===== config.mk =====
export PLATFORM = sky130hd
export DESIGN_NAME = phy_ctrl_regs
export DESIGN_NICKNAME = d
export VERILOG_FILES = /design/src/hdl/mcseq_pkg.sv /design/src/hdl/phy_ctrl_regs.sv
export SDC_FILE = /design/constraint.sdc
export NUM_CORES = 1
export LEC_CHECK = 0
export ABC_AREA = 1
export BUFFER_PORTS_ARGS = -buffer_cell sky130_fd_sc_hd__buf_2
export CORE_AREA = 10 10 47 49
export DETAILED_ROUTE_END_ITERATION = 8
export DIE_AREA = 0 0 57 59
export PLACE_DENSITY = 0.66
export RECOVER_POWER = 100
export SLEW_MARGIN = 5
export SYNTH_ARGS = -nofsm -noshare
export SYNTH_HDL_FRONTEND = slang
export SYNTH_SLANG_ARGS = --single-unit

===== constraint.sdc =====
create_clock -name mclk -period 1 [get_ports mclk]
set_input_delay 0.1 -clock mclk [delete_from_list [all_inputs] [get_ports mclk]]
set_output_delay 0.1 -clock mclk [all_outputs]
set_load 0.02 [all_outputs]

===== src/hdl/mcseq_pkg.sv =====
/*
 * mcseq shared definitions
 * widths, programming map, DDR opcodes and the structs passed between
 * the sequencer blocks
 */
`default_nettype none

package mcseq_pkg;

    localparam int CMD_ADDR_W = 10;  // 1K words per bank
    localparam int NUM_BANKS  = 2;   // software bank and auto bank
    localparam int CMD_WORD_W = 32;
    localparam int PAUSE_W    = 10;  // pause length in NOP address bits
    localparam int DDR_ADDR_W = 15;  // row/column address, 4Gb part
    localparam int CHN_W      = 4;   // up to 16 buffer channels

    localparam logic [10:0] MAP_0BIT_ADDR  = 11'h020; // set/clear flags
    localparam logic [10:0] MAP_0BIT_MASK  = 11'h7f0;
    localparam logic [10:0] MAP_16BIT_ADDR = 11'h050; // 16-bit registers
    localparam logic [10:0] MAP_16BIT_MASK = 11'h7f8;

    localparam logic [3:0] DFLT_WBUF_DELAY = 4'd8;

    // selector in address bits 3:1, new value in bit 0
    typedef enum logic [2:0] {
        FLAG_CMDA_EN   = 3'd2,  // command/address outputs on
        FLAG_SDRST_ACT = 3'd3,  // memory reset active
        FLAG_CKE_EN    = 3'd4   // clock enable to memory
    } flag_sel_e;

    typedef enum logic [2:0] {
        REG_WBUF_DELAY = 3'd2   // extra write strobe delay, bits 3:0
    } reg16_sel_e;

    // {ras, cas, we}, active low
    typedef enum logic [2:0] {
        OP_NOP = 3'b111,
        OP_ACT = 3'b011,
        OP_RD  = 3'b101,
        OP_WR  = 3'b100,
        OP_PRE = 3'b010,
        OP_REF = 3'b001,
        OP_MRS = 3'b000
    } ddr_op_e;

    typedef struct packed {
        ddr_op_e               op;
        logic [2:0]            ba;
        logic [DDR_ADDR_W-1:0] addr;      // NOP: 9:0 pause, 10 done
        logic                  odt;
        logic                  buf_rd;
        logic                  buf_wr;
        logic                  buf_rst;   // next buffer page
        logic                  add_pause; // one NOP after this word
        logic [5:0]            spare;
    } cmd_word_t;

    typedef struct packed {
        logic               nop;
        logic               add_pause;
        logic [PAUSE_W-1:0] pause_len;
        logic               done;
        logic               buf_rd;
        logic               buf_wr;
        logic               buf_rst;
    } cmd_fields_t;

    typedef struct packed {
        ddr_op_e               op;
        logic [2:0]            ba;
        logic [DDR_ADDR_W-1:0] addr;
        logic                  odt;
    } ddr_cmd_t;

    typedef struct packed {
        logic cmda_en;
        logic ddr_rst;  // high resets memory and sequencer
        logic cke;
    } ddr_ctrl_t;

    typedef struct packed {
        logic                  we;
        logic                  bank;
        logic [CMD_ADDR_W-1:0] addr;
        cmd_word_t             data;
    } bank_wr_t;

    typedef struct packed {
        logic [CHN_W-1:0] chn;
    } buf_tag_t;

endpackage

`default_nettype wire


===== src/hdl/phy_ctrl_regs.sv =====
/*
 * memory control flags and write buffer delay
 * flags set or cleared by 0-bit commands, delay loaded by 16-bit command
 */
`timescale 1ns/10ps
`default_nettype none

module phy_ctrl_regs import mcseq_pkg::*; (
    input  logic        mclk,
    input  logic        mrst,
    input  logic        flag_we_i,
    input  logic [3:0]  flag_addr_i,   // 3:1 selector, 0 new value
    input  logic        reg_we_i,
    input  logic [3:0]  reg_addr_i,
    input  logic [15:0] reg_data_i,
    output ddr_ctrl_t   ctrl_o,
    output logic [3:0]  wbuf_delay_o
);

    always_ff @(posedge mclk) begin
        if (mrst) begin
            ctrl_o.cmda_en <= 1'b0;
            ctrl_o.ddr_rst <= 1'b1;  // memory held in reset until released
            ctrl_o.cke     <= 1'b0;
        end else if (flag_we_i) begin
            case (flag_addr_i[3:1])
                FLAG_CMDA_EN:   ctrl_o.cmda_en <= flag_addr_i[0];
                FLAG_SDRST_ACT: ctrl_o.ddr_rst <= flag_addr_i[0];
                FLAG_CKE_EN:    ctrl_o.cke     <= flag_addr_i[0];
                default: ;  // unused selectors
            endcase
        end
    end

    always_ff @(posedge mclk) begin
        if (mrst) begin
            wbuf_delay_o <= DFLT_WBUF_DELAY;
        end else if (reg_we_i) begin
            case (reg_addr_i[2:0])
                REG_WBUF_DELAY: wbuf_delay_o <= reg_data_i[3:0];
                default: ;
            endcase
        end
    end

endmodule

`default_nettype wire


==> impl_summary.txt <==
----------------------------------------------------
[GRT]
  Number of antenna violations at the first check in global routing ... 0
  Total congestion overflow after global routing ... 0
  Global-route wire length before repair ... 1580 um
  Largest net degree at the start of global routing ... 9
  Overall track demand over capacity in global routing ... 0.0581
  Vias in the first global route ... 400

[Synth]
  Mean instance size in the synthesized netlist ... between 6 and 7 um2
  Sequential-to-total area share from yosys stat ... 0.415
  Distinct cell type count of the synthesized netlist ... 9
  Synth top area share ... 0.415
  Cell type with the highest aggregate area in the netlist ... sky130_fd_sc_hd__dfxtp_1
  Netlist Area Pre-Place ... 338 um2
  Syn nets ... 77
  Cell count after synthesis ... 49
  Number of storage elements in the synthesis netlist ... 7
  Cell types occupying the most area after synthesis ... sky130_fd_sc_hd__dfxtp_1, sky130_fd_sc_hd__nand2_1, sky130_fd_sc_hd__nand3_1
  Ys Warns ... 0

[Layout]
  Number of antenna diodes ... 0
  Total area of multi-input combinational cells ... 171 um2
  Final instance area ... roughly 490 um2
  Most frequent cells in the layout ... sky130_fd_sc_hd__buf_2, sky130_fd_sc_hd__nand2_1, sky130_fd_sc_hd__nor2_1, sky130_fd_sc_hd__dfxtp_1
  Sequential Area ... 140 um2
  Post-Route Utilization ... 0.348
  Count of filler cells inserted in the layout ... about 170
  Final layout net count ... just over 100
  Layout cell share with drive strength beyond 1 ... 0.351
  Commonest non-fill, non-tap cell in the layout ... sky130_fd_sc_hd__buf_2
  Area growth from synthesis to final layout ... 44.4%

[STA]
  Min Clock Period, post-route ... 0.907 ns
  Relative slew slack ... 0.825
  Worst-case clock skew ... 0 ns
  Total count of hold-check failures in the final report ... 0
  Maximum clock frequency ... 1100 MHz
  Final Max Slew Viols ... 0
  Final count of negative-setup-slack endpoints ... 0
  Fin crit share ... 0.907
  Setup repair after global routing missed its margin ... no
  Slew of the pin with the lowest slew margin ... about 0.26 ns
  Hold slack ... roughly 0.10 ns
  Sum of negative setup slack ... 0 ns

[Worst setup path]
  Cell chain of the critical path ... clkbuf_1
  Startpoint type of the worst setup path ... flop
  CP max stage delay ... about 0.33 ns
  Worst EP arrival ... 0.81 ns
  Worst setup path class ... flop to output port
  Crit-path leading delay family ... flip-flops
  Worst Path Buf+Inv ... 1
  Worst setup EP type ... output port
  Required time at the endpoint of the critical path ... 0.90 ns
  Peak fanout along the critical path ... 2
  Slowest-stage cell, CP ... sky130_fd_sc_hd__dfxtp_1

[CTS]
  # hold bufs at CTS ... 0
  PostCTS Resize Cnt ... 0
  Total number of clock tree sinks ... 7
  H-tree depth reported by CTS ... 1
  Num CTS Buffers ... 3
  Later-pin clock latency in the skew report ... 0.24 ns
  Library cell used as clock root buffer ... sky130_fd_sc_hd__clkbuf_4
  Setup bufs post-CTS ... 0
  Clock slew at reported path FFs ... 0.05 ns
  Clock Tree Buf Depth ... 2
  TritonCTS clock tree ... built

[Drt]
  Via count of the routed design ... a little under 400
  Total wire length after detailed routing ... between 800 and 900 um
  Drt via density ... 4.29
  DRC errors left ... 0
  Post-DR wirelength/cell ... slightly below 10 um
  Initial DRT Pass Iterations ... 4
  DRT antenna net count ... 0
  Initial detailed-routing violation count ... 2

[Power and ir drop]
  Sw Share ... 0.250
  Pwr/cell area ... 1330 mW/mm2
  Sequential share of power ... 0.453
  Clock network fraction of design power ... 0.382
  Switching power of the nets ... between 0.15 and 0.2 mW
  Cell-internal power ... 0.486 mW
  Leakage Power ... 0.265 nW
  Worst IR drop on VDD ... 493 uV
  Relative contribution of combinational cells to total power ... 0.165

[Run]
  Max-cap violations ... 0

[Placed design]
  Weighted congestion reported at the end of routability-driven placement ... ~0.71
  Count of input and output buffers ... 21
  Detailed Place HPWL ... 760 um
  DP Area ... approximately 460 um2

[Floorplan]
  Initial core utilization ... 0.241
  Core box area ... 0.00140 mm2
  Placement row count ... 14
  Die X-Extent ... 57 um
  # IOs ... 35
  Floorplan die height ... 59 um
  Area of the die ... 0.00336 mm2

[Outcome]
  Result of the run ... finished, final reports clean

[Min path]
  Min-Delay Path Class ... input pin to flop

----------------------------------------------------
[stage by stage]
stage,std cells,power [mW],setup WS (ns)
finish,90,0.649,0.0935
global route,90,0.714,0.0486
CTS,90,0.667,0.149
detailed placement,86,0.409,0.282
global placement,86,0.406,0.305
floorplan,49,0.359,0.360
[cells by family after synthesis]
family                 count (synthesis)  share of synthesized area
AOI/OAI and AO/OA                      5                     0.0741
buffers and inverters                  7                     0.0778
DFF                                    7                      0.415
and+or+nand+nor                       30                      0.433
[registers in the layout (all words and copies together), names as in the netlist]
name	flops
wbuf_delay_o	4
ctrl_o	3
[synthesized netlist by cell type]
| master | instances |
|---|---|
| sky130_fd_sc_hd__nand2_1 | 12 |
| sky130_fd_sc_hd__dfxtp_1 | 7 |
| sky130_fd_sc_hd__nor2_1 | 7 |
| sky130_fd_sc_hd__inv_1 | 6 |
| sky130_fd_sc_hd__nand3_1 | 6 |
| sky130_fd_sc_hd__a21oi_1 | 5 |
| sky130_fd_sc_hd__nand3b_1 | 3 |
| sky130_fd_sc_hd__nor2_4 | 2 |
| sky130_fd_sc_hd__inv_2 | 1 |
[final timing paths]
kind / start / end / slack [ns] / cells past startpoint
min reg2reg: ctrl_o[1] / ctrl_o[1] / 0.45 / 2
max reg2reg: wbuf_delay_o[0] / wbuf_delay_o[0] / 0.41 / 2
max: ctrl_o[2] / ctrl_o[2] / 0.09 / 1
min: reg_data_i[3] / wbuf_delay_o[3] / 0.10 / 3
[final cells by class]
type	instances	share of cell area
Inverter	7	0.0538
Multi-Input combinational cell	35	0.351
Sequential cell	7	0.287
Clock buffer	4	0.0538
Timing Repair Buffer	21	0.213
Tap cell	16	0.0410
[layer usage]
| metal | up-vias | global-route usage | routed length (um) |
|---|---|---|---|
| li1 | 205 | - | - |
| met1 | 162 | 0.0624 | 399 |
| met2 | 19 | 0.0837 | 371 |
| met3 | 0 | 0.0408 | 113 |
| met4 | 0 | 0.0302 | 0 |
| met5 | - | 0 | 0 |
[power groups by stage]
stage / Clock [mW] / Sequential [mW] / Combinational, mW
after global routing: 0.297 / 0.295 / 0.122
final: 0.248 / 0.294 / 0.107
after floorplan: 0 / 0.312 / 0.0469
after CTS: 0.263 / 0.294 / 0.110
after detailed placement: 0 / 0.299 / 0.110
after global placement: 0 / 0.299 / 0.107
Note: power is estimated with default switching activity, not from simulation.
