<file path="config.mk">
export PLATFORM = sky130hd
export DESIGN_NAME = seq_fetch_ctrl
export DESIGN_NICKNAME = d
export VERILOG_FILES = /design/src/hdl/mcseq_pkg.sv /design/src/hdl/seq_fetch_ctrl.sv
export SDC_FILE = /design/constraint.sdc
export NUM_CORES = 1
export LEC_CHECK = 0
export BUFFER_PORTS_ARGS = -buffer_cell sky130_fd_sc_hd__buf_4
export CORE_UTILIZATION = 49
export CTS_BUF_LIST = sky130_fd_sc_hd__clkbuf_8
export DETAILED_ROUTE_END_ITERATION = 7
export PLACE_DENSITY = 0.89
export REMOVE_ABC_BUFFERS = 1
export SLEW_MARGIN = 10
export SYNTH_ARGS = -nofsm -noshare
export SYNTH_HDL_FRONTEND = slang
export SYNTH_SLANG_ARGS = --single-unit
</file>
<file path="constraint.sdc">
create_clock -name mclk -period 1.9 [get_ports mclk]
set_input_delay 0.095 -clock mclk [delete_from_list [all_inputs] [get_ports mclk]]
set_output_delay 0.095 -clock mclk [all_outputs]
set_load 0.03 [all_outputs]
</file>
<file path="src/hdl/mcseq_pkg.sv">
/*
 * mcseq shared definitions
 * widths, programming map, DDR opcodes and the structs passed between
 * the sequencer blocks
 */
`default_nettype none

package mcseq_pkg;

    localparam int CMD_ADDR_W = 10;  // 1K words per bank
    localparam int NUM_BANKS  = 2;   // software bank and auto bank
    localparam int CMD_WORD_W = 32;
    localparam int PAUSE_W    = 10;  // pause length in NOP address bits
    localparam int DDR_ADDR_W = 15;  // row/column address, 4Gb part
    localparam int CHN_W      = 4;   // up to 16 buffer channels

    localparam logic [10:0] MAP_0BIT_ADDR  = 11'h020; // set/clear flags
    localparam logic [10:0] MAP_0BIT_MASK  = 11'h7f0;
    localparam logic [10:0] MAP_16BIT_ADDR = 11'h050; // 16-bit registers
    localparam logic [10:0] MAP_16BIT_MASK = 11'h7f8;

    localparam logic [3:0] DFLT_WBUF_DELAY = 4'd8;

    // selector in address bits 3:1, new value in bit 0
    typedef enum logic [2:0] {
        FLAG_CMDA_EN   = 3'd2,  // command/address outputs on
        FLAG_SDRST_ACT = 3'd3,  // memory reset active
        FLAG_CKE_EN    = 3'd4   // clock enable to memory
    } flag_sel_e;

    typedef enum logic [2:0] {
        REG_WBUF_DELAY = 3'd2   // extra write strobe delay, bits 3:0
    } reg16_sel_e;

    // {ras, cas, we}, active low
    typedef enum logic [2:0] {
        OP_NOP = 3'b111,
        OP_ACT = 3'b011,
        OP_RD  = 3'b101,
        OP_WR  = 3'b100,
        OP_PRE = 3'b010,
        OP_REF = 3'b001,
        OP_MRS = 3'b000
    } ddr_op_e;

    typedef struct packed {
        ddr_op_e               op;
        logic [2:0]            ba;
        logic [DDR_ADDR_W-1:0] addr;      // NOP: 9:0 pause, 10 done
        logic                  odt;
        logic                  buf_rd;
        logic                  buf_wr;
        logic                  buf_rst;   // next buffer page
        logic                  add_pause; // one NOP after this word
        logic [5:0]            spare;
    } cmd_word_t;

    typedef struct packed {
        logic               nop;
        logic               add_pause;
        logic [PAUSE_W-1:0] pause_len;
        logic               done;
        logic               buf_rd;
        logic               buf_wr;
        logic               buf_rst;
    } cmd_fields_t;

    typedef struct packed {
        ddr_op_e               op;
        logic [2:0]            ba;
        logic [DDR_ADDR_W-1:0] addr;
        logic                  odt;
    } ddr_cmd_t;

    typedef struct packed {
        logic cmda_en;
        logic ddr_rst;  // high resets memory and sequencer
        logic cke;
    } ddr_ctrl_t;

    typedef struct packed {
        logic                  we;
        logic                  bank;
        logic [CMD_ADDR_W-1:0] addr;
        cmd_word_t             data;
    } bank_wr_t;

    typedef struct packed {
        logic [CHN_W-1:0] chn;
    } buf_tag_t;

endpackage

`default_nettype wire

</file>
<file path="src/hdl/seq_fetch_ctrl.sv">
/*
 * command fetch controller
 * runs the bank read address from the start word, holds reads for pauses
 * and ends the sequence on the done word
 */
`timescale 1ns/10ps
`default_nettype none

module seq_fetch_ctrl import mcseq_pkg::*; (
    input  logic                  mclk,
    input  logic                  mrst,
    input  logic                  ddr_rst_i,    // aborts the run
    input  logic                  run_seq_i,
    input  logic [CMD_ADDR_W:0]   run_addr_i,   // msb selects the bank
    input  cmd_fields_t           fields_i,     // decoded current word
    output logic [NUM_BANKS-1:0]  rd_en_o,
    output logic [CMD_ADDR_W-1:0] rd_addr_o,
    output logic                  bank_sel_o,
    output logic                  word_valid_o, // bank output is a fresh word
    output logic                  busy_o,
    output logic                  done_o
);

    logic [PAUSE_W-1:0] word_pause;  // idle cycles requested by current word
    logic [PAUSE_W-1:0] pause_cnt;   // idle cycles still to go after the first
    logic               hold;
    logic               seq_end;
    logic               rd_go;

    // a NOP length wins over add_pause
    assign word_pause = (fields_i.nop && fields_i.pause_len != '0) ?
                        fields_i.pause_len : PAUSE_W'(fields_i.add_pause);

    // hold is taken from the word itself, so the next word is never fetched early
    assign hold    = word_valid_o ? (word_pause != '0) : (pause_cnt != '0);
    assign seq_end = word_valid_o && fields_i.done;  // pause length ignored
    assign rd_go   = busy_o && !hold && !seq_end && !ddr_rst_i;
    assign rd_en_o = rd_go ? (NUM_BANKS'(1) << bank_sel_o) : '0;  // one-hot

    always_ff @(posedge mclk) begin
        if (mrst || ddr_rst_i) begin
            busy_o       <= 1'b0;
            done_o       <= 1'b0;  // no done on abort
            word_valid_o <= 1'b0;
            pause_cnt    <= '0;
        end else begin
            done_o       <= seq_end;
            word_valid_o <= rd_go;  // registered read, valid next cycle
            if (seq_end) busy_o <= 1'b0;
            else if (run_seq_i) busy_o <= 1'b1;
            if (seq_end) begin
                pause_cnt <= '0;
            end else if (word_valid_o && word_pause != '0) begin
                pause_cnt <= word_pause - 1'b1;  // first idle cycle is this one
            end else if (pause_cnt != '0) begin
                pause_cnt <= pause_cnt - 1'b1;
            end
        end
    end

    always_ff @(posedge mclk) begin
        if (mrst) begin
            rd_addr_o  <= '0;
            bank_sel_o <= 1'b0;
        end else if (run_seq_i) begin
            rd_addr_o  <= run_addr_i[CMD_ADDR_W-1:0];
            bank_sel_o <= run_addr_i[CMD_ADDR_W];
        end else if (rd_go) begin
            rd_addr_o  <= rd_addr_o + 1'b1;
        end
    end

endmodule

`default_nettype wire
</file>
==> flow_metrics.py <==
metrics = {
    "placed_design": {
        "numPortBuffers": 43,
        "dp_slack_ps": -124,
        "dp_hpwl_microns": 3590,
        "gp_congestion": 0.859,
    },
    "detailed_routing": {
        "route.antenna.remaining_nets": 0,
        "detailedRoute.firstIterationViolations": 162,
        "met2RoutedLength_microns": 2500,
        "wirelength_microns": 4920,
        "dr.pass1.iters": 4,
        "wl_met1_microns": 2050,
        "detail_route.wl_per_cell_microns": 16.2,
        "via_per_inst": 5.98,
        "vias": 1819,
        "routed-wl-met3_microns": 317,
        "top_signal_layer_used": "met4",
        "detail_route.drc_violations": 0,
    },
    "sta": {
        "post-route-period-util": 1.03,
        "final_critical_path_setup_slack_ps": -51.7,
        "tightestPinTransition_ps": 368,
        "setup_viol": 2,
        "finClkSkew_ps": 7.49,
        "slew_violations": 0,
        "worst_hold_slack_across_all_endpoints_ps": 65.3,
        "count_of_final_hold_check_violations": 0,
        "relSlewSlack": 0.753,
        "unrepaired_setup_endpoints_after_global_routing": "true",
        "timing.final.crit_period_ps": 1950,
        "max_freq_mhz": 512,
    },
    "cts": {
        "tritoncts_clock_tree": "yes",
        "cts-root-to-sink-buffers": 2,
        "cts.htree.levels": 1,
        "cts.sink_count": 24,
        "library_cell_used_as_clock_root_buffer": "sky130_fd_sc_hd__clkbuf_8",
        "cts_inserted_buffers": 3,
        "worst_setup_hold_path_clk_slew_ps": 90,
        "insertion_delay_ps": 280,
    },
    "setup_path": {
        "crit_path_end_kind": "output port",
        "crit_path_dat_ps": 1860,
        "crit_type": "reg -> out",
        "kind_of_start_point_of_the_critical_path": "flop",
        "required_ps": 1800,
        "crit_path_max_fanout": 4,
        "critical_path_s_largest_stage_delay_ps": 360,
        "cpMaxStageDelayCell": "sky130_fd_sc_hd__dfxtp_4",
        "path_cells": "nor4_4 -> a32oi_4 -> a211oi_4 -> buf_6 -> nor2b_1 -> buf_4",
        "worstPathBufferInverterCount": 2,
        "path_delay_family": "simple AND/OR/NAND/NOR gates",
    },
    "cells_and_area": {
        "fill_cells": 239,
        "design.final.nets": 294,
        "multi_input_logic_area_sq_um": 1180,
        "layout-area-overhead-vs-synth_pct": 38.4,
        "register_area_sq_um": 488,
        "drive_above_1_share": 0.369,
        "antenna_cells_inserted": 0,
    },
    "min_path": {
        "min_path_type": "in -> reg",
    },
    "pwr": {
        "worst_ir_drop_vdd_mv": 0.649,
        "p_leak_uw": 0.00102,
        "power_density_nw_per_um2": 835,
    },
    "logic_synthesis": {
        "mappedNetlistArea_sq_um": 1690,
        "netlist.top_cell.by_area": "sky130_fd_sc_hd__dfxtp_1",
        "synth-seq-area-share": 0.284,
        "yosys.area.top_type_share": 0.284,
        "edff_count_synth": 0,
        "syn-instance-count": 197,
        "yosys.cell_types.count": 51,
        "synthesis.area_per_instance_sq_um": 8.57,
        "ys.flop_type": "sky130_fd_sc_hd__dfxtp_1",
        "asyncSetResetFlopFracSynth": 0,
        "ys.warnings.count": 0,
        "yosys_register_bits": 24,
        "synth_top_cells_by_area": "sky130_fd_sc_hd__dfxtp_1 (28%), sky130_fd_sc_hd__a211oi_1 (4.9%), sky130_fd_sc_hd__and3_1 (4.1%)",
    },
    "floorplanning": {
        "row_count": 20,
        "coreArea_sq_um": 3150,
        "floorplan.initialDensity": 0.536,
        "die-width_microns": 60.7,
        "die_area_sq_um": 3690,
        "dieHeight_microns": 60.7,
        "ioPinCount": 47,
    },
    "outcome": {
        "violations": "negative setup slack",
        "outcome": "complete, but fails checks",
    },
    "grt": {
        "grt_max_degree": 16,
        "grt_first_pass_wirelength_microns": 7620,
        "sum_of_overflow_across_all_layers_after_global_routing": 0,
        "initial_antenna_violation_count": 0,
        "globalRouteTotalUtil": 0.287,
        "grt_pass1_vias": 1655,
    },
    "run": {
        "max_cap_viol_count": 0,
    },
}
what timing repair did:
item,in CTS,in global routing
hold buffers,1,0
setup endpoints to repair,3,18
setup buffers,4,2
gates cloned,0,0
hold endpoints to repair,2,0
resized for setup,8,7
pin swaps,4,11
cells by family (layout without fill, tap and decap cells):
family                     count (synthesis)  in the layout  share of synthesized area
and+or+nand+nor                           88             88                      0.315
adders and majority gates                  2              2                     0.0148
DFF                                       24             24                      0.284
xor gates and xnor gates                   3              3                     0.0156
buffers and inverters                     19             82                     0.0496
muxes                                      5              5                     0.0296
AOI/OAI and AO/OA                         56             56                      0.291
Yosys cell counts (4+ instances only):
cell / instances
sky130_fd_sc_hd__a211oi_1: 11
sky130_fd_sc_hd__nor3_1: 4
sky130_fd_sc_hd__and3_1: 11
sky130_fd_sc_hd__or3_1: 4
sky130_fd_sc_hd__nand2_1: 17
sky130_fd_sc_hd__a21oi_1: 5
sky130_fd_sc_hd__clkbuf_1: 5
sky130_fd_sc_hd__a21boi_0: 4
sky130_fd_sc_hd__o211ai_1: 5
sky130_fd_sc_hd__and4_1: 4
sky130_fd_sc_hd__dfxtp_1: 24
sky130_fd_sc_hd__and2_1: 7
sky130_fd_sc_hd__buf_2: 4
sky130_fd_sc_hd__inv_1: 9
sky130_fd_sc_hd__nand4_1: 4
sky130_fd_sc_hd__mux2i_1: 5
sky130_fd_sc_hd__nor2_1: 18
cell type report:
class | count | share of cell area
Inverter | 9 | 0.0145
Timing Repair Buffer | 69 | 0.226
Multi-Input combinational cell | 154 | 0.504
Tap cell | 44 | 0.0236
Clock buffer | 4 | 0.0236
Sequential cell | 24 | 0.209
path summary, 6_finish.rpt:
check	start	to	slack, ps	cells past startpoint
hold / removal	run_addr_i[6]	rd_addr_o[6]$_SDFFE_PP0P_	70	3
hold reg to reg	busy_o$_SDFFE_PP0P_	busy_o$_SDFFE_PP0P_	510	1
setup / recovery	pause_cnt[1]$_SDFFE_PP0P_	rd_en_o[0]	-50	6
setup reg to reg	pause_cnt[1]$_SDFFE_PP0P_	rd_addr_o[1]$_SDFFE_PP0P_	0	7
stage by stage:
step           cells   util  setup TNS [ps]  power (uW)  area (sq um)
6_report         304  0.741            -103        1950          2340
5_1_grt          304  0.741            -325        2050          2340
4_1_cts          303  0.731           -77.9        1880          2300
3_5_place_dp     294  0.687            -274        1420          2170
3_3_place_gp     294  0.687               0        1390          2170
2_1_floorplan    187      -           -1500        1110          1640
routing by layer:
metal  global-route usage  vias to the layer above
met3               0.0490                        5
met2                0.496                       75
met1                0.367                      859
met5                    0                        -
met4               0.0844                        0
li1                     -                      880
sequential cells by signal (all words and copies together) (netlist names):
register / count
bank_sel_o: 1
pause_cnt: 10
word_valid_o: 1
rd_addr_o: 10
done_o: 1
busy_o: 1
worst register-to-register path: stages, from the launching register on:
cell	delay (ps)
sky130_fd_sc_hd__dfxtp_4	360
sky130_fd_sc_hd__nor4_4	360
sky130_fd_sc_hd__a32oi_4	190
sky130_fd_sc_hd__a211oi_4	240
sky130_fd_sc_hd__buf_6	150
sky130_fd_sc_hd__buf_4	160
sky130_fd_sc_hd__mux2i_2	220
sky130_fd_sc_hd__a211oi_1	90
placed cells by master, fill, tap and decap left out, types with 3 or more instances in the layout:
cell type                   netlist  final
sky130_fd_sc_hd__a2111oi_2        3      3
sky130_fd_sc_hd__a211oi_1        11     10
sky130_fd_sc_hd__a21boi_0         4      4
sky130_fd_sc_hd__a21oi_1          5      5
sky130_fd_sc_hd__and2_1           7      7
sky130_fd_sc_hd__and3_1          11     11
sky130_fd_sc_hd__and4_1           4      4
sky130_fd_sc_hd__buf_4            0     66
sky130_fd_sc_hd__clkbuf_8         0      4
sky130_fd_sc_hd__dfxtp_1         24     20
sky130_fd_sc_hd__dfxtp_2          0      3
sky130_fd_sc_hd__inv_1            9      9
sky130_fd_sc_hd__mux2i_1          5      4
sky130_fd_sc_hd__nand2_1         17     17
sky130_fd_sc_hd__nand4_1          4      4
sky130_fd_sc_hd__nand4b_1         3      3
sky130_fd_sc_hd__nor2_1          18     18
sky130_fd_sc_hd__nor2b_1          3      3
sky130_fd_sc_hd__nor3_1           4      3
sky130_fd_sc_hd__nor3b_1          3      3
sky130_fd_sc_hd__nor4_4           2      3
sky130_fd_sc_hd__o211ai_1         5      5
sky130_fd_sc_hd__o21a_1           3      3
sky130_fd_sc_hd__o21ai_0          3      3
sky130_fd_sc_hd__or3_1            4      4
sky130_fd_sc_hd__xnor2_1          3      3
power by group:
part,leakage [uW],total (uW),switching [uW],internal [uW]
registers,0.000199,619,57.6,562
clock network,0.0000288,359,173,186
logic,0.000793,973,480,493
total,0.00102,1950,711,1240
Note: power is estimated with default switching activity, not from simulation.
