$ cat config.mk
export PLATFORM = sky130hd
export DESIGN_NAME = buf_wr_delay
export DESIGN_NICKNAME = d
export VERILOG_FILES = /design/src/hdl/mcseq_pkg.sv /design/src/hdl/buf_wr_delay.sv
export SDC_FILE = /design/constraint.sdc
export NUM_CORES = 1
export LEC_CHECK = 0
export BUFFER_PORTS_ARGS = -buffer_cell sky130_fd_sc_hd__clkbuf_2
export CAP_MARGIN = 20
export CORE_ASPECT_RATIO = 1.5
export CORE_MARGIN = 2
export CORE_UTILIZATION = 58
export DETAILED_ROUTE_END_ITERATION = 7
export MAX_ROUTING_LAYER = met4
export PLACE_DENSITY_LB_ADDON = 0.15
export SYNTH_ARGS = -nofsm -noshare
export SYNTH_HDL_FRONTEND = slang
export SYNTH_SLANG_ARGS = --single-unit
$ cat constraint.sdc
create_clock -name mclk -period 1.2 [get_ports mclk]
set_input_delay 0 -clock mclk [delete_from_list [all_inputs] [get_ports mclk]]
set_output_delay 0 -clock mclk [all_outputs]
set_load 0.1 [all_outputs]
$ cat src/hdl/mcseq_pkg.sv
/*
 * mcseq shared definitions
 * widths, programming map, DDR opcodes and the structs passed between
 * the sequencer blocks
 */
`default_nettype none

package mcseq_pkg;

    localparam int CMD_ADDR_W = 10;  // 1K words per bank
    localparam int NUM_BANKS  = 2;   // software bank and auto bank
    localparam int CMD_WORD_W = 32;
    localparam int PAUSE_W    = 10;  // pause length in NOP address bits
    localparam int DDR_ADDR_W = 15;  // row/column address, 4Gb part
    localparam int CHN_W      = 4;   // up to 16 buffer channels

    localparam logic [10:0] MAP_0BIT_ADDR  = 11'h020; // set/clear flags
    localparam logic [10:0] MAP_0BIT_MASK  = 11'h7f0;
    localparam logic [10:0] MAP_16BIT_ADDR = 11'h050; // 16-bit registers
    localparam logic [10:0] MAP_16BIT_MASK = 11'h7f8;

    localparam logic [3:0] DFLT_WBUF_DELAY = 4'd8;

    // selector in address bits 3:1, new value in bit 0
    typedef enum logic [2:0] {
        FLAG_CMDA_EN   = 3'd2,  // command/address outputs on
        FLAG_SDRST_ACT = 3'd3,  // memory reset active
        FLAG_CKE_EN    = 3'd4   // clock enable to memory
    } flag_sel_e;

    typedef enum logic [2:0] {
        REG_WBUF_DELAY = 3'd2   // extra write strobe delay, bits 3:0
    } reg16_sel_e;

    // {ras, cas, we}, active low
    typedef enum logic [2:0] {
        OP_NOP = 3'b111,
        OP_ACT = 3'b011,
        OP_RD  = 3'b101,
        OP_WR  = 3'b100,
        OP_PRE = 3'b010,
        OP_REF = 3'b001,
        OP_MRS = 3'b000
    } ddr_op_e;

    typedef struct packed {
        ddr_op_e               op;
        logic [2:0]            ba;
        logic [DDR_ADDR_W-1:0] addr;      // NOP: 9:0 pause, 10 done
        logic                  odt;
        logic                  buf_rd;
        logic                  buf_wr;
        logic                  buf_rst;   // next buffer page
        logic                  add_pause; // one NOP after this word
        logic [5:0]            spare;
    } cmd_word_t;

    typedef struct packed {
        logic               nop;
        logic               add_pause;
        logic [PAUSE_W-1:0] pause_len;
        logic               done;
        logic               buf_rd;
        logic               buf_wr;
        logic               buf_rst;
    } cmd_fields_t;

    typedef struct packed {
        ddr_op_e               op;
        logic [2:0]            ba;
        logic [DDR_ADDR_W-1:0] addr;
        logic                  odt;
    } ddr_cmd_t;

    typedef struct packed {
        logic cmda_en;
        logic ddr_rst;  // high resets memory and sequencer
        logic cke;
    } ddr_ctrl_t;

    typedef struct packed {
        logic                  we;
        logic                  bank;
        logic [CMD_ADDR_W-1:0] addr;
        cmd_word_t             data;
    } bank_wr_t;

    typedef struct packed {
        logic [CHN_W-1:0] chn;
    } buf_tag_t;

endpackage

`default_nettype wire

$ cat src/hdl/buf_wr_delay.sv
/*
 * write buffer strobe delay
 * 16-deep shift line for write strobe, page reset and channel tag,
 * tapped for delay_i+1 cycles
 */
`timescale 1ns/10ps
`default_nettype none

module buf_wr_delay import mcseq_pkg::*; (
    input  logic       mclk,
    input  logic       mrst,
    input  logic [3:0] delay_i,
    input  logic       wr_i,
    input  logic       rst_i,
    input  buf_tag_t   tag_i,
    output logic       wr_o,
    output logic       rst_o,
    output buf_tag_t   tag_o
);

    logic [1:0] ctl_sr [16];  // {wr, rst} per stage
    buf_tag_t   tag_sr [16];

    always_ff @(posedge mclk) begin
        if (mrst) begin
            ctl_sr <= '{default: '0};
        end else begin
            ctl_sr[0] <= {wr_i, rst_i};
            for (int k = 1; k < $size(ctl_sr); k++) begin
                ctl_sr[k] <= ctl_sr[k-1];
            end
        end
    end

    always_ff @(posedge mclk) begin
        tag_sr[0] <= tag_i;
        for (int k = 1; k < $size(tag_sr); k++) begin
            tag_sr[k] <= tag_sr[k-1];
        end
    end

    assign {wr_o, rst_o} = ctl_sr[delay_i];  // tap 0 is one cycle
    assign tag_o         = tag_sr[delay_i];

endmodule

`default_nettype wire

==> flow_summary.ini, run 1 <==
[timing]
hold_viol_final = 0
tightestPinTransition_ps = 818.3
slew_headroom_pct = 45.34
max_freq_mhz = 606.8
setup_ws_ps = -448.1
drv_slew = 0
finalCriticalPeriod_ps = 1648
finalSetupTns_ps = -2546
fin_crit_sh_pct = 137.3
rsz0062_at_grt = true
setup_viol = 6
skew_ps = 5.644

[pwr]
pwr-share-seq_pct = 56.2
p_sw_mw = 1.449
p_leak_nw = 1.364
switching_share_pct = 24.18
power.total_mw = 5.994
power.share.clock_pct = 33.9
powerDensity_mw_per_mm2 = 1704
p_comb_share_pct = 9.9
p_int_mw = 4.545
vdd_drop_max_uv = 1102

[critical_path]
cp-start-kind = register
cp-end-kind = primary output
critPathBufInv = 1
critPathMaxStageDelay_ps = 490
worstPathArrival_ps = 1650
worstPathMaxFanout = 2
cp.required_ps = 1200
crit_type = register to primary output
critPathTopFamily = multiplexers
worst_path_max_delay_cell = mux4_2
cp_cell_sequence = mux4_2, a22oi_2, nand2_4, buf_12

[clock_network]
worstSkewPairLatency_ps = 350
cts_buffers = 9
clock_path_buffers = 2
htreeDepth = 3
clock-sinks = 96
clkSlewWorstSetupHoldPaths_ps = 90
clockRootBuffer = clkbuf_8
cts_tree = built

[layout]
finalNetCount = 226
final_cell_mix = dfxtp_1, nor2b_1, mux4_2
layout_commonest_cell = dfxtp_1
drive_gt1_share_pct = 40.64
synthToLayoutAreaGrowth_pct = 20.69
instances_no_fill = 285
diodes = 0

[job]
max-cap-violations = 0

[synthesis]
synth_area_per_cell_um2 = 15.84
synth_seq_cells = 96
yosys_warnings = 0
synth_area_mm2 = 0.002915
synthesis.nets = 196
ys_types = 13
syn_inst = 184
ys_seq_area_share_pct = 65.92

[die]
die_w_um = 61.89
io_pins = 18
die_y_um = 90.83
rows = 31
initial_core_util_pct = 60.13
die-area_mm2 = 0.005621
coreArea_mm2 = 0.004848

[route]
drt_first_pass_iters = 3
avgViaCountPerCell = 5.288
drt_iter0_drc = 57
final_antenna_net_count = 0
post-route-drc-count = 0
wirelength_mm = 4.721
num_vias = 1507
wl_per_cell_um = 16.56

[worst_hold_path]
min_path_type = input port to register

[global_route]
grt_use_total_pct = 20.71
grt_max_degree = 33
antenna_found_initial = 0
grt_pass1_vias = 1638
grt.overflow.total = 0
grt_pass1_wl_mm = 7.969

[place]
placed_cells = 260
place.gp.congestion = 0.7142
place_ws_ps = -204.6
dp_hpwl_mm = 3.030
port_buffers = 17

[status]
status = finished, violations left
violations = setup timing
-- layout make-up --
cell class	instances	area (um^2)
flip-flops and latches	96	1934
clock inverters	7	71.32
fillers	322	1330
multi-input cells	78	988.4
well taps	66	82.58
clock buffers	9	123.9
repair buffers	29	317.8
-- registers in the layout, summed over array words and instances, names as in the netlist --
signal and flops:
tag_sr 64, ctl_sr 32
-- worst paths after layout --
kind                                         start               endpoint  slack [ps]  cells past startpoint
worst max-delay path            tag_sr[51]$_DFF_P_               tag_o[3]        -450                      4
worst min-delay path                          mrst  ctl_sr[13]$_SDFF_PP0_         230                      2
worst max register to register  tag_sr[48]$_DFF_P_     tag_sr[44]$_DFF_P_         550                      2
worst min register to register  tag_sr[55]$_DFF_P_     tag_sr[51]$_DFF_P_         340                      0
-- stage by stage --
step                      area (um^2)  hold WS (ps)  utilization [%]
after floorplan                  3024         27.72                -
after global placement           3266         103.7            67.35
after detailed placement         3266         103.9            67.35
after CTS                        3500         231.7            72.18
after global routing             3518         290.3            72.57
final                            3518         233.8            72.57
-- worst register-to-register path, stage by stage, from the launching register on --
cell	delay [ps]
dfxtp_2	330
buf_4	120
buf_4	120
-- cell usage after synthesis --
cell      instances  area [um^2]
nor2_1            1        3.750
clkbuf_2          1        5.000
clkbuf_1          3        11.26
mux4_2           12        270.3
buf_1             1        3.750
mux4_1           12        315.3
nand2_1           6        22.52
and2_1            1        6.260
buf_6             4        45.04
a22oi_1          12        90.09
buf_4             1        7.510
nor2b_1          34        212.7
dfxtp_1          96         1922
-- power groups by stage --
stage | clock network (mW) | logic (mW) | registers (mW)
after floorplan | 0 | 0.411 | 3.41
after global placement | 0 | 0.554 | 3.42
after detailed placement | 0 | 0.568 | 3.44
after CTS | 2.08 | 0.595 | 3.37
after global routing | 2.20 | 0.621 | 3.39
final | 2.03 | 0.591 | 3.37
-- cells by family (layout without fill, tap and decap cells) --
family          after synthesis  count (layout)  share of synthesized area (%)
buf+inv                      10              45                          2.489
mux                          24              24                          20.09
compound gates               12              12                          3.090
flops                        96              96                          65.92
simple gates                 42              42                          8.412
-- routing by layer --
layer	GRT usage (%)	vias to the layer above	routed length [um]
met1	23.26	769	1891
met4	10.64	0	106
li1	-	709	-
met2	33.42	19	2628
met5	-	-	0
met3	4.298	10	95
-- what timing repair did --
action,4_1_cts,5_1_grt
hold buffers,6,0
endpoints found under the hold margin,6,0
pin swaps,12,11
buffers inserted,1,2
gates resized for setup,13,7
setup endpoints to repair,6,6
Power figures use the tool's default switching activity.
==> run 2: changes to the inputs <==
CELL_PAD_IN_SITES_DETAIL_PLACEMENT = 1   (was unset)
CELL_PAD_IN_SITES_GLOBAL_PLACEMENT = 1   (was unset)
CORE_ASPECT_RATIO = 0.5   (was 1.5)
CORE_UTILIZATION = 49   (was 58)
==> run 2 against run 1 <==
Net effect:
- die area is 18% higher
- hold slack got worse by 120 ps
- sequential cell count is the same
- sequential share of layout area fell by 2.2 points
- sequential power about the same
- critical endpoint is now tag_o[1]
- combinational power is 4.4% higher
- setup slack got worse by 12 ps
- via count increased by 2.6%
- critical path type unchanged
- final cell count rose by 3.9%
- first-iteration DRC count grew 60%
- final area rose by 4.2%
- the flow still finishes with violations (setup timing)
- largest power group unchanged
==> flow_summary.ini, run 2 (synthesis results as in run 1) <==
[layout]
design_area_mm2 = 0.003667
drive_gt1_share_pct = 42.15
final_cell_mix = dfxtp_1, nor2b_1, mux4_2
top_register = tag_sr
layout_commonest_cell = dfxtp_1
diodes = 0
reg_top3 = tag_sr: 64 flops, ctl_sr: 32 flops
largest_register_ffs = 64
finalNetCount = 230
synthToLayoutAreaGrowth_pct = 25.79

[pwr]
p_comb_share_pct = 8.9
vdd_drop_max_uv = 971.0
pwr-share-seq_pct = 49.0
power.total_mw = 6.907
p_int_mw = 5.330
power.share.clock_pct = 42.0
p_sw_mw = 1.577
p_leak_nw = 1.433
powerDensity_mw_per_mm2 = 1883
switching_share_pct = 22.83

[place]
dp_hpwl_mm = 3.427
port_buffers = 17
place.gp.congestion = 0.7007
placed_cell_area_mm2 = 0.003312

[die]
io_pins = 18
die_y_um = 58.54
initial_core_util_pct = 51.96
coreArea_mm2 = 0.005610
die-area_mm2 = 0.006620
rows = 19
die_w_um = 113.1

[global_route]
busiest_layer = met2
grt_max_degree = 25
grt_pass1_wl_mm = 10.01
grt.overflow.total = 0
grt_use_total_pct = 22.14
grt_use_met3_pct = 8.548
grt_pass1_vias = 1794
antenna_found_initial = 0
use_met2_pct = 36.01
globalRouteMet1Util_pct = 25.80

[clock_network]
htreeDepth = 3
clock_path_buffers = 2
cts_buffers = 9
worstSkewPairLatency_ps = 330
clockRootBuffer = clkbuf_16
clock-sinks = 96
cts_tree = built
clkSlewWorstSetupHoldPaths_ps = 60

[critical_path]
worstPathArrival_ps = 1660
cp_cell_sequence = mux4_2, a22oi_2, nand2_4, buf_12
rr_worst_depth = 2
worst_path_max_delay_cell = mux4_2
critPathMaxStageDelay_ps = 490
worstPathMaxFanout = 2
crit_type = register to primary output
r2r_start = tag_sr[50]$_DFF_P_
cp-end-kind = primary output
rrSetupSlack_ps = 540
cp.required_ps = 1200
cp-start-kind = register
r2r_end = tag_sr[46]$_DFF_P_

[route]
drt_first_pass_iters = 4
num_vias = 1546
drt_iter0_drc = 91
avgViaCountPerCell = 5.223
wl_per_cell_um = 20.39
final_antenna_net_count = 0
post-route-drc-count = 0
wirelength_mm = 6.034

[worst_hold_path]
min_to = ctl_sr[7]$_SDFF_PP0_
hold_path_depth = 2
hold_start = mrst
min_path_type = input port to register

[timing]
setup_ws_ps = -459.7
tightestPinTransition_ps = 893.2
whs_ps = 118.7
skew_ps = 6.334
finalCriticalPeriod_ps = 1660
setup_viol = 6
rsz0062_at_grt = true
drv_slew = 0
slew_headroom_pct = 40.33
fin_crit_sh_pct = 138.3
hold_viol_final = 0
max_freq_mhz = 602.5

[status]
violations = setup timing
status = finished, violations left

[job]
max-cap-violations = 0
## run 2: through the flow
step	setup WS, ps	utilization (%)	cells	setup TNS (ps)
final	-459.7	65.37	296	-2599
after global routing	-530.7	65.37	296	-2964
after CTS	-509.1	65.43	296	-2787
after detailed placement	-254.3	59.03	272	-1223
after global placement	-204.8	59.03	272	-1073
after floorplan	-28.64	-	184	-171.9
## run 2: cell type report
type | instances | area, um^2
fillers | 504 | 1943
flip-flops and latches | 96 | 1936
multi-input cells | 78 | 984.7
repair buffers | 33 | 347.8
clock buffers | 12 | 256.5
well taps | 73 | 91.34
clock inverters | 4 | 51.30
## run 2: worst max path at each step
stage,startpoint,end,slack (ps),cells past startpoint
final,tag_sr[49]$_DFF_P_,tag_o[1],-460,4
after global routing,tag_sr[49]$_DFF_P_,tag_o[1],-530,4
after CTS,tag_sr[49]$_DFF_P_,tag_o[1],-510,4
after detailed placement,delay_i[0],tag_o[0],-250,6
after global placement,delay_i[0],tag_o[2],-200,6
after floorplan,delay_i[0],rst_o,-30,5
## run 2: per-layer routing
layer	share of wire, %	vias to the layer above
met4	1.5	0
met3	3.8	9
met2	49	25
met1	46	792
li1	-	720
met5	0	-
## run 2: worst max-delay path, delay by kind of cell, from the launching register on
kind,cells,cell delay [ps]
AO/OA/AOI/OAI,1,260
buffers and inverters,1,170
flip-flops,1,330
multiplexers,1,490
AND/OR/NAND/NOR,1,80
## run 2: power groups by stage
stage          clock, mW  sequential, mW  combinational, mW
6_report            2.90            3.39              0.617
5_1_grt             3.12            3.40              0.650
4_1_cts             2.96            3.38              0.620
3_5_place_dp           0            3.44              0.586
3_3_place_gp           0            3.43              0.578
2_1_floorplan          0            3.41              0.411
## run 2: timing repair
item	in CTS	in global routing
setup buffers	2	0
cloned	0	0
gates resized for setup	13	9
hold buffers	6	0
pin swaps	11	6
hold endpoints to repair	6	0
setup endpoints to repair	6	6
