<file path="src/hdl/cmd_deser.sv">
/*
 * byte-serial command deserializer
 * assembles address low/high and data bytes after the strobe and flags
 * the commands that fall into one address group
 */
`timescale 1ns/10ps
`default_nettype none

module cmd_deser #(
    parameter logic [10:0] ADDR       = 11'h000, // group base
    parameter logic [10:0] MASK       = 11'h7ff, // group mask
    parameter int          NUM_CYCLES = 2        // 2: address only, 4: 16-bit data
) (
    input  logic        mclk,
    input  logic        mrst,
    input  logic [7:0]  cmd_ad_i,   // AL, AH, D0, D1
    input  logic        cmd_stb_i,  // with AL
    output logic [3:0]  addr_o,     // low address bits, register select
    output logic [15:0] data_o,
    output logic        we_o        // cycle after the last byte
);

    logic [3:0]  stb_sr;  // one-hot byte position
    logic [10:0] addr_r;
    logic [15:0] data_r;

    always_ff @(posedge mclk) begin
        if (mrst) begin
            stb_sr <= '0;
            addr_r <= '0;
            data_r <= '0;
        end else begin
            stb_sr <= {stb_sr[2:0], cmd_stb_i};
            if (cmd_stb_i) addr_r[7:0] <= cmd_ad_i;   // address low
            if (stb_sr[0]) addr_r[10:8] <= cmd_ad_i[2:0]; // address high
            if (NUM_CYCLES > 2 && stb_sr[1]) data_r[7:0] <= cmd_ad_i;
            if (NUM_CYCLES > 2 && stb_sr[2]) data_r[15:8] <= cmd_ad_i;
        end
    end

    // all bytes are in once the strobe reaches the last position
    assign we_o   = stb_sr[NUM_CYCLES-1] && ((addr_r & MASK) == ADDR);
    assign addr_o = addr_r[3:0];
    assign data_o = data_r;  // stays zero in the address-only group

endmodule

`default_nettype wire

</file>
<file path="config.mk">
export PLATFORM = sky130hd
export DESIGN_NAME = cmd_deser
export DESIGN_NICKNAME = d
export VERILOG_FILES = /design/src/hdl/cmd_deser.sv
export SDC_FILE = /design/constraint.sdc
export NUM_CORES = 1
export LEC_CHECK = 0
export BUFFER_PORTS_ARGS = -buffer_cell sky130_fd_sc_hd__buf_2
export CORE_MARGIN = 1.5
export CORE_UTILIZATION = 25
export CTS_BUF_LIST = sky130_fd_sc_hd__clkbuf_8
export DETAILED_ROUTE_END_ITERATION = 10
export PLACE_DENSITY = 0.5
export SETUP_SLACK_MARGIN = 0.1
export SYNTH_ARGS = -nofsm -noshare
export SYNTH_HDL_FRONTEND = slang
export SYNTH_SLANG_ARGS = --single-unit
export TNS_END_PERCENT = 50
</file>
<file path="constraint.sdc">
create_clock -name mclk -period 2.21 [get_ports mclk]
set_input_delay 0.442 -clock mclk [delete_from_list [all_inputs] [get_ports mclk]]
set_output_delay 0.442 -clock mclk [all_outputs]
set_load 0.03 [all_outputs]
</file>
==> flow_metrics.env, run 1 <==
export IMPL_synth_most_common_cell="buf_4"
export IMPL_grt_max_degree=14
export IMPL_async_reset_ff_frac=0
export IMPL_crit_required_ps=1770
export IMPL_status="finished, final reports clean"
export IMPL_post_cts_setup_buffer_count=0
export IMPL_synth_top_cell_area_share=0.4211
export IMPL_synth_seq_cells=13
export IMPL_synth_area_leaders="dfxtp_1 42%, buf_4 26%, mux2i_1 18%"
export IMPL_slowest_delay_ps=310
export IMPL_holdPathEnd="addr_r[6]"
export IMPL_drtAntennaViolNets=0
export IMPL_totalWireLength_um=965
export IMPL_multi_input_area_sq_um=251.5
export IMPL_rows=17
export IMPL_rrSetupSlack_ps=1400
export IMPL_power_w=0.0005447
export IMPL_critPathTopFamily="simple AND/OR/NAND/NOR gates"
export IMPL_hold_buffers=0
export IMPL_coreArea_sq_mm=0.002276
export IMPL_setup_violations_final=0
export IMPL_synth_edf_count=0
export IMPL_p_leak_nw=0.3431
export IMPL_antennaDiodeCount=0
export IMPL_min_from="cmd_ad_i[6]"
export IMPL_yosys_warnings=0
export IMPL_drv_slew=0
export IMPL_wl_per_cell_um=9.279
export IMPL_path_max_fanout=2
export IMPL_yosys_area_top_type="dfxtp_1"
export IMPL_dp_cells=100
export IMPL_ys_seq_area_frac=0.4211
export IMPL_grt_pass1_vias=333
export IMPL_cts_clk_slew_worst_paths_ps=50
export IMPL_final_cells=104
export IMPL_fin_area_sq_um=666.9
export IMPL_hold_class="in -> reg"
export IMPL_timing_fmax_mhz=591.3
export IMPL_area_delta_synth_final_pct=7.895
export IMPL_drt_iter0_markers=3
export IMPL_synth_main_ff_cell="dfxtp_1"
export IMPL_cts_resized=0
export IMPL_setup_tns_ps=0
export IMPL_grt_first_pass_wirelength_um=1552
export IMPL_nFillCells=255
export IMPL_placed_area_sq_um=621.8
export IMPL_rsz0062_at_grt="no"
export IMPL_fp_dieArea_sq_mm=0.002779
export IMPL_die_h_um=52.72
export IMPL_globalRouteOverflowTotal=0
export IMPL_die_w_um=52.72
export IMPL_rr_worst_depth=2
export IMPL_cts_htree_levels=1
export IMPL_critPathBufInv=1
export IMPL_synthCells=64
export IMPL_cts_buffer_depth=2
export IMPL_initial_utilization=0.2716
export IMPL_io_pins=32
export IMPL_finalHoldViolCount=0
export IMPL_place_congestion=0.6057
export IMPL_track_usage=0.07948
export IMPL_start_kind="register"
export IMPL_viasPerCell=3.798
export IMPL_crit_type="reg -> out"
export IMPL_fin_crit_sh=0.7653
export IMPL_crit_arrival_ps=1250
export IMPL_vias=395
export IMPL_clock_skew_ps=1.714
export IMPL_maxCapViolations=0
export IMPL_hold_depth=3
export IMPL_synth_common_cells="21 x buf_4, 13 x dfxtp_1, 11 x mux2i_1, 11 x nor2_1"
export IMPL_drt_pass1_iterations=4
export IMPL_drc=0
export IMPL_ir_worst_vdd_v=0.0003593
export IMPL_antenna_found_initial=0
export IMPL_holdWs_ps=442.5
export IMPL_io_buffer_count=15
export IMPL_clock_latency_ps=240
export IMPL_crit_cells=3
export IMPL_synth_cell_type_count=10
export IMPL_r2r_end="addr_r[10]"
export IMPL_synth_area_sq_um=618.1
export IMPL_cts_root_buf="clkbuf_8"
export IMPL_crit_path_cell_trace="nor4b_1 -> and3_1 -> buf_2"
export IMPL_fin_nets=88
export IMPL_cp_slowest_cell="dfxtp_1"
export IMPL_avgSynthCellArea_sq_um=9.658
export IMPL_power_density_mw_per_mm2=816.8
export IMPL_cts_made_buffers=3
export IMPL_critical_path_endpoint_type="output pin"
export IMPL_drive_gt1_frac=0.2368
export IMPL_rr_startpoint="stb_sr[0]"
export IMPL_cts_sinks=13
export IMPL_cts_tree="done"
export IMPL_finalCriticalPeriod_ps=1691
export IMPL_seqCellArea_sq_um=260.3
## logic make-up (layout without fill, tap and decap cells)
| logic type | count (synthesis) | in the layout | share of synthesized area |
|---|---|---|---|
| and+or+nand+nor | 17 | 17 | 0.1316 |
| muxes | 11 | 11 | 0.1781 |
| DFF | 13 | 13 | 0.4211 |
| other | 1 | 16 | 0.006067 |
| buffers and inverters | 22 | 19 | 0.2631 |
## routing by layer
metal  share of wire  wire (um)  track usage  up-vias
li1                -          -            -      199
met1            0.47        451       0.1034      171
met2            0.41        397       0.1146       23
met3            0.10         98      0.03714        2
met4           0.018         17      0.02564        0
met5               0          0            0        -
## flip-flops by register name, summed over array words and instances (netlist names)
name	count
stb_sr	2
addr_r	11
## metrics by stage
stage	utilization	worst slack (ps)
after global routing	0.2930	447.7
final	0.2930	518.8
after detailed placement	0.2732	750.8
after global placement	0.2732	788.5
after CTS	0.2930	488.5
after floorplan	-	877.0
## worst max path at each step
stage | to | startpoint
after detailed placement | we_o | addr_r[8]
after global routing | we_o | addr_r[8]
after CTS | we_o | addr_r[8]
after global placement | we_o | addr_r[2]
after floorplan | we_o | addr_r[8]
final | we_o | addr_r[8]
## power by group
part / internal (W) / switching (W) / total, W / leakage [nW]
clock: 0.000122 / 0.0000779 / 0.000200 / 0.0269
sequential: 0.000248 / 0.00000819 / 0.000256 / 0.107
combinational: 0.0000240 / 0.0000646 / 0.0000886 / 0.209
total: 0.000394 / 0.000151 / 0.000545 / 0.343
## layout by cell type, fill, tap and decap left out, drive strengths merged
master,Yosys,layout
and3,1,1
buf,22,15
clkbuf,0,3
conb,1,16
dfxtp,13,13
inv,0,1
mux2i,11,11
nor2,11,11
nor2b,2,2
nor4,2,2
nor4b,1,1
## worst reg2reg max path, cell delays in order (launching register included)
cell and delay [ps]:
dfxtp_1 430, mux2i_1 210, nor2_1 50
## layout make-up
type | count | area share
clock buffers | 3 | 0.06191
multi-input cells | 44 | 0.3771
well taps | 28 | 0.05253
clock inverters | 1 | 0.005629
repair buffers | 15 | 0.1126
flip-flops and latches | 13 | 0.3902
Note: power is estimated with default switching activity, not from simulation.
==> run 2, diff against run 1 <==
- PLACE_DENSITY: 0.5 -> 0.52
- clock period: 2.21 -> 1.4 ns (I/O delays scaled with it)
==> run 2 against run 1 <==
Net effect:
- the flow now finishes with violations (setup timing)
- critical path depth unchanged
- final cell count is the same
- final area rose by 4.5%
- register-to-register slack worse by 830 ps
- core utilization rose by 1.3 points
==> flow_metrics.env, run 2 (synthesized netlist as in run 1, its figures left out) <==
export IMPL_top_register="addr_r"
export IMPL_fin_crit_sh=1.036
export IMPL_drt_iter0_markers=1
export IMPL_hold_buffers=0
export IMPL_crit_arrival_ps=1170
export IMPL_layout_commonest_cell="conb_1"
export IMPL_cts_clk_slew_worst_paths_ps=50
export IMPL_cts_buffer_depth=2
export IMPL_post_cts_setup_buffer_count=0
export IMPL_clock_latency_ps=230
export IMPL_vias=392
export IMPL_globalRouteOverflowTotal=0
export IMPL_final_cells=104
export IMPL_drc=0
export IMPL_ir_worst_vdd_v=0.0004446
export IMPL_drv_slew=0
export IMPL_io_pins=32
export IMPL_violations="setup timing"
export IMPL_drtAntennaViolNets=0
export IMPL_die_w_um=52.72
export IMPL_busiest_layer="met2"
export IMPL_maxCapViolations=0
export IMPL_finalCriticalPeriod_ps=1450
export IMPL_grt_pass1_vias=387
export IMPL_swShare=0.2808
export IMPL_path_max_fanout=2
export IMPL_largest_register_ff_count=11
export IMPL_timing_fmax_mhz=689.6
export IMPL_cts_root_buf="clkbuf_8"
export IMPL_totalWireLength_um=1033
export IMPL_cts_htree_levels=1
export IMPL_p_leak_nw=0.3505
export IMPL_hold_class="in -> reg"
export IMPL_crit_type="reg -> out"
export IMPL_rsz0062_at_grt="yes"
export IMPL_crit_required_ps=1120
export IMPL_use_met2=0.1396
export IMPL_combPwrFrac=0.167
export IMPL_fp_dieArea_sq_mm=0.002779
export IMPL_rows=17
export IMPL_cts_made_buffers=3
export IMPL_status="finished with violations"
export IMPL_p_int_w=0.0006280
export IMPL_fin_nets=88
export IMPL_p_seq_frac=0.469
export IMPL_track_usage=0.08654
export IMPL_grt_util_met1=0.1084
export IMPL_viasPerCell=3.769
export IMPL_drt_pass1_iterations=3
export IMPL_power_w=0.0008732
export IMPL_drive_gt1_frac=0.2895
export IMPL_grtUsageMet3=0.01143
export IMPL_top_regs="addr_r: 11 flops, stb_sr: 2 flops"
export IMPL_critical_path_endpoint_type="output pin"
export IMPL_start_kind="register"
export IMPL_setup_tns_ps=-50.07
export IMPL_fin_util=0.3062
export IMPL_antenna_found_initial=0
export IMPL_antennaDiodeCount=0
export IMPL_timing_final_ws_setup_ps=-50.07
export IMPL_initial_utilization=0.2716
export IMPL_hpwlAfterDp_um=799.1
export IMPL_holdWs_ps=284.8
export IMPL_setup_violations_final=1
export IMPL_wl_per_cell_um=9.933
export IMPL_pwr_share_clk=0.364
export IMPL_layout_common_cells="16 x conb_1, 14 x buf_2, 11 x mux2i_1, 11 x nor2_1, 11 x dfxtp_1"
export IMPL_power_density_mw_per_mm2=1253
export IMPL_place_congestion=0.6095
export IMPL_clock_skew_ps=0.7827
export IMPL_coreArea_sq_mm=0.002276
export IMPL_grt_max_degree=14
export IMPL_finalHoldViolCount=0
export IMPL_grt_first_pass_wirelength_um=1731
export IMPL_die_h_um=52.72
export IMPL_switchingPower_w=0.0002452
export IMPL_io_buffer_count=15
export IMPL_dp_cells=100
export IMPL_cts_sinks=13
export IMPL_area_delta_synth_final_pct=12.75
export IMPL_cts_tree="done"
[run 2: cell types whose count changed in the layout (fill, tap and decap cells not counted)]
cell	change
nor4_1	-1
buf_6	+1
dfxtp_2	+2
nor4_4	+1
nor4b_2	+1
dfxtp_1	-2
nor4b_1	-1
buf_2	-1
[run 2: repair_timing]
item / in CTS / in global routing
resized for setup: 5 / 2
pin swaps: 2 / 1
setup endpoints to repair: 1 / 1
[run 2: per-layer routing]
metal	up-vias	share of wire
li1	196	-
met4	0	0.025
met1	175	0.43
met2	19	0.48
met5	-	0
met3	2	0.059
[run 2: metrics by stage]
stage,cell area (sq um),setup slack [ps]
after floorplan,674.4,229.0
after CTS,686.9,-59.28
final,696.9,-50.07
after global placement,621.8,127.4
after global routing,696.9,-115.6
after detailed placement,621.8,131.8
[run 2: worst max-delay path, stage by stage (launching register included)]
cell and delay [ps]:
dfxtp_2 330, nor4_4 260, and3_1 210, buf_6 130
[run 2: layout make-up]
| class | count | area [sq um] |
|---|---|---|
| tap | 28 | 35.03 |
| fill | 246 | 1579 |
| clock buffer | 3 | 41.29 |
| sequential | 13 | 262.8 |
| multi-input combinational | 44 | 272.8 |
| clock inverter | 1 | 3.754 |
| timing repair buffer | 15 | 81.33 |
[run 2: power groups by stage]
stage          combinational, W  clock (W)  sequential [W]
2_1_floorplan          0.000157          0        0.000409
3_3_place_gp           0.000140          0        0.000411
3_5_place_dp           0.000141          0        0.000412
4_1_cts                0.000144   0.000323        0.000407
5_1_grt                0.000161   0.000346        0.000413
6_report               0.000146   0.000318        0.000409
[run 2: path summary, 6_finish.rpt]
check	startpoint	endpoint	slack, ps	depth (start not counted)
worst max-delay path	addr_r[5]	we_o	-50	3
worst min-delay path	cmd_ad_i[7]	addr_r[7]	280	3
worst max register to register	stb_sr[0]	addr_r[10]	570	2
worst min register to register	addr_r[7]	addr_r[7]	510	2
==> run 3, diff against run 2 <==
- BUFFER_PORTS_ARGS: -buffer_cell sky130_fd_sc_hd__buf_2 -> unset
- DONT_BUFFER_PORTS: unset -> 1
- PLACE_DENSITY: 0.52 -> 0.41
==> run 3 against run 2 <==
Net effect:
- the flow still finishes with violations (setup timing)
- critical endpoint unchanged
- register-to-register slack improved by 40 ps
- sequential share of layout area is 2.0 points higher
- first-iteration DRC count grew to 5.0 times the previous value
- core utilization is 1.4 points lower
- largest cell class unchanged
==> flow_metrics.env, run 3 (synthesized netlist as in run 1, its figures left out) <==
export IMPL_vias=363
export IMPL_ir_worst_vdd_v=0.0006653
export IMPL_viasPerCell=3.862
export IMPL_cts_sinks=13
export IMPL_power_density_mw_per_mm2=1298
export IMPL_setup_violations_final=1
export IMPL_drc=0
export IMPL_drtAntennaViolNets=0
export IMPL_hold_buffers=0
export IMPL_grt_max_degree=14
export IMPL_drt_iter0_markers=5
export IMPL_antenna_found_initial=0
export IMPL_cts_root_buf="clkbuf_8"
export IMPL_io_pins=32
export IMPL_drv_slew=0
export IMPL_track_usage=0.09102
export IMPL_crit_type="reg -> out"
export IMPL_totalWireLength_um=1017
export IMPL_initial_utilization=0.2716
export IMPL_start_kind="register"
export IMPL_largest_register_ff_count=11
export IMPL_path_max_fanout=2
export IMPL_crit_required_ps=1120
export IMPL_dp_cells=90
export IMPL_cts_made_buffers=3
export IMPL_finalHoldViolCount=0
export IMPL_placed_area_sq_um=584.3
export IMPL_layout_common_cells="16 x conb_1, 11 x mux2i_1, 11 x nor2_1"
export IMPL_holdWs_ps=91.40
export IMPL_fp_dieArea_sq_mm=0.002779
export IMPL_final_cells=94
export IMPL_timing_final_ws_setup_ps=-53.79
export IMPL_io_buffer_count=0
export IMPL_drive_gt1_frac=0.2121
export IMPL_hold_class="in -> reg"
export IMPL_fin_crit_sh=1.038
export IMPL_coreArea_sq_mm=0.002276
export IMPL_rows=17
export IMPL_grt_first_pass_wirelength_um=1718
export IMPL_die_h_um=52.72
export IMPL_rsz0062_at_grt="yes"
export IMPL_die_w_um=52.72
export IMPL_hpwlAfterDp_um=782.8
export IMPL_status="finished with violations"
export IMPL_grt_pass1_vias=356
export IMPL_globalRouteOverflowTotal=0
export IMPL_cts_buffer_depth=2
export IMPL_clock_skew_ps=3.333
export IMPL_layout_commonest_cell="conb_1"
export IMPL_finalCriticalPeriod_ps=1454
export IMPL_drt_pass1_iterations=4
export IMPL_timing_fmax_mhz=687.9
export IMPL_critical_path_endpoint_type="output pin"
export IMPL_rrSetupSlack_ps=610
export IMPL_clock_latency_ps=240
export IMPL_wl_per_cell_um=10.82
export IMPL_cts_htree_levels=1
export IMPL_area_delta_synth_final_pct=7.490
export IMPL_cts_tree="done"
export IMPL_place_congestion=0.6692
export IMPL_maxCapViolations=0
export IMPL_fin_nets=78
export IMPL_top_regs="addr_r: 11 flops, stb_sr: 2 flops"
export IMPL_cts_clk_slew_worst_paths_ps=50
export IMPL_antennaDiodeCount=0
export IMPL_fin_area_sq_um=664.4
export IMPL_post_cts_setup_buffer_count=0
export IMPL_crit_arrival_ps=1170
export IMPL_p_leak_nw=0.3135
export IMPL_top_register="addr_r"
export IMPL_violations="setup timing"
==> run 3: worst paths after layout <==
| kind | start | cells past startpoint | endpoint |
|---|---|---|---|
| setup / recovery | addr_r[0] | 3 | we_o |
| hold / removal | mrst | 1 | addr_r[9] |
| setup reg to reg | addr_r[3] | 3 | addr_r[3] |
| hold reg to reg | addr_r[9] | 2 | addr_r[9] |
==> run 3: what timing repair did <==
item,in CTS,in global routing
pin swaps,2,3
resized for setup,5,3
endpoints found under the hold margin,0,0
endpoints found under the setup margin,1,1
==> run 3: area by class of cell <==
class                           count  area [sq um]
Timing Repair Buffer                5         41.29
Tap cell                           28         35.03
Fill cell                         244          1612
Clock inverter                      1         3.754
Clock buffer                        3         41.29
Multi-Input combinational cell     44         279.0
Sequential cell                    13         264.0
==> run 3: worst max-delay path, cell delays in order, from the launching register on <==
cell and delay, ps:
dfxtp_2 320, nor4_2 270, and3_1 210, buf_6 130
==> run 3: through the flow <==
| step | setup WS [ps] | utilization | total power, W | TNS, ps |
|---|---|---|---|---|
| after floorplan | 229.0 | - | 0.0005659 | 0 |
| after global placement | 122.3 | 0.2567 | 0.0005310 | 0 |
| after detailed placement | 138.6 | 0.2567 | 0.0005321 | 0 |
| after CTS | -78.35 | 0.2881 | 0.0008691 | -78.35 |
| after global routing | -133.5 | 0.2919 | 0.0009106 | -133.5 |
| final | -53.79 | 0.2919 | 0.0008621 | -53.79 |
==> run 3: power by group <==
part / total [W] / internal [W] / switching (W)
Clock: 0.000326 / 0.000194 / 0.000132
Sequential: 0.000409 / 0.000392 / 0.0000167
Combinational: 0.000127 / 0.0000393 / 0.0000879
Total: 0.000862 / 0.000625 / 0.000237
==> run 3: per-layer routing <==
layer	vias up	share of wire	global-route usage
li1	176	-	-
met1	161	0.37	0.1009
met2	23	0.48	0.1333
met3	3	0.14	0.06286
met4	0	0.0098	0.03846
met5	-	0	0
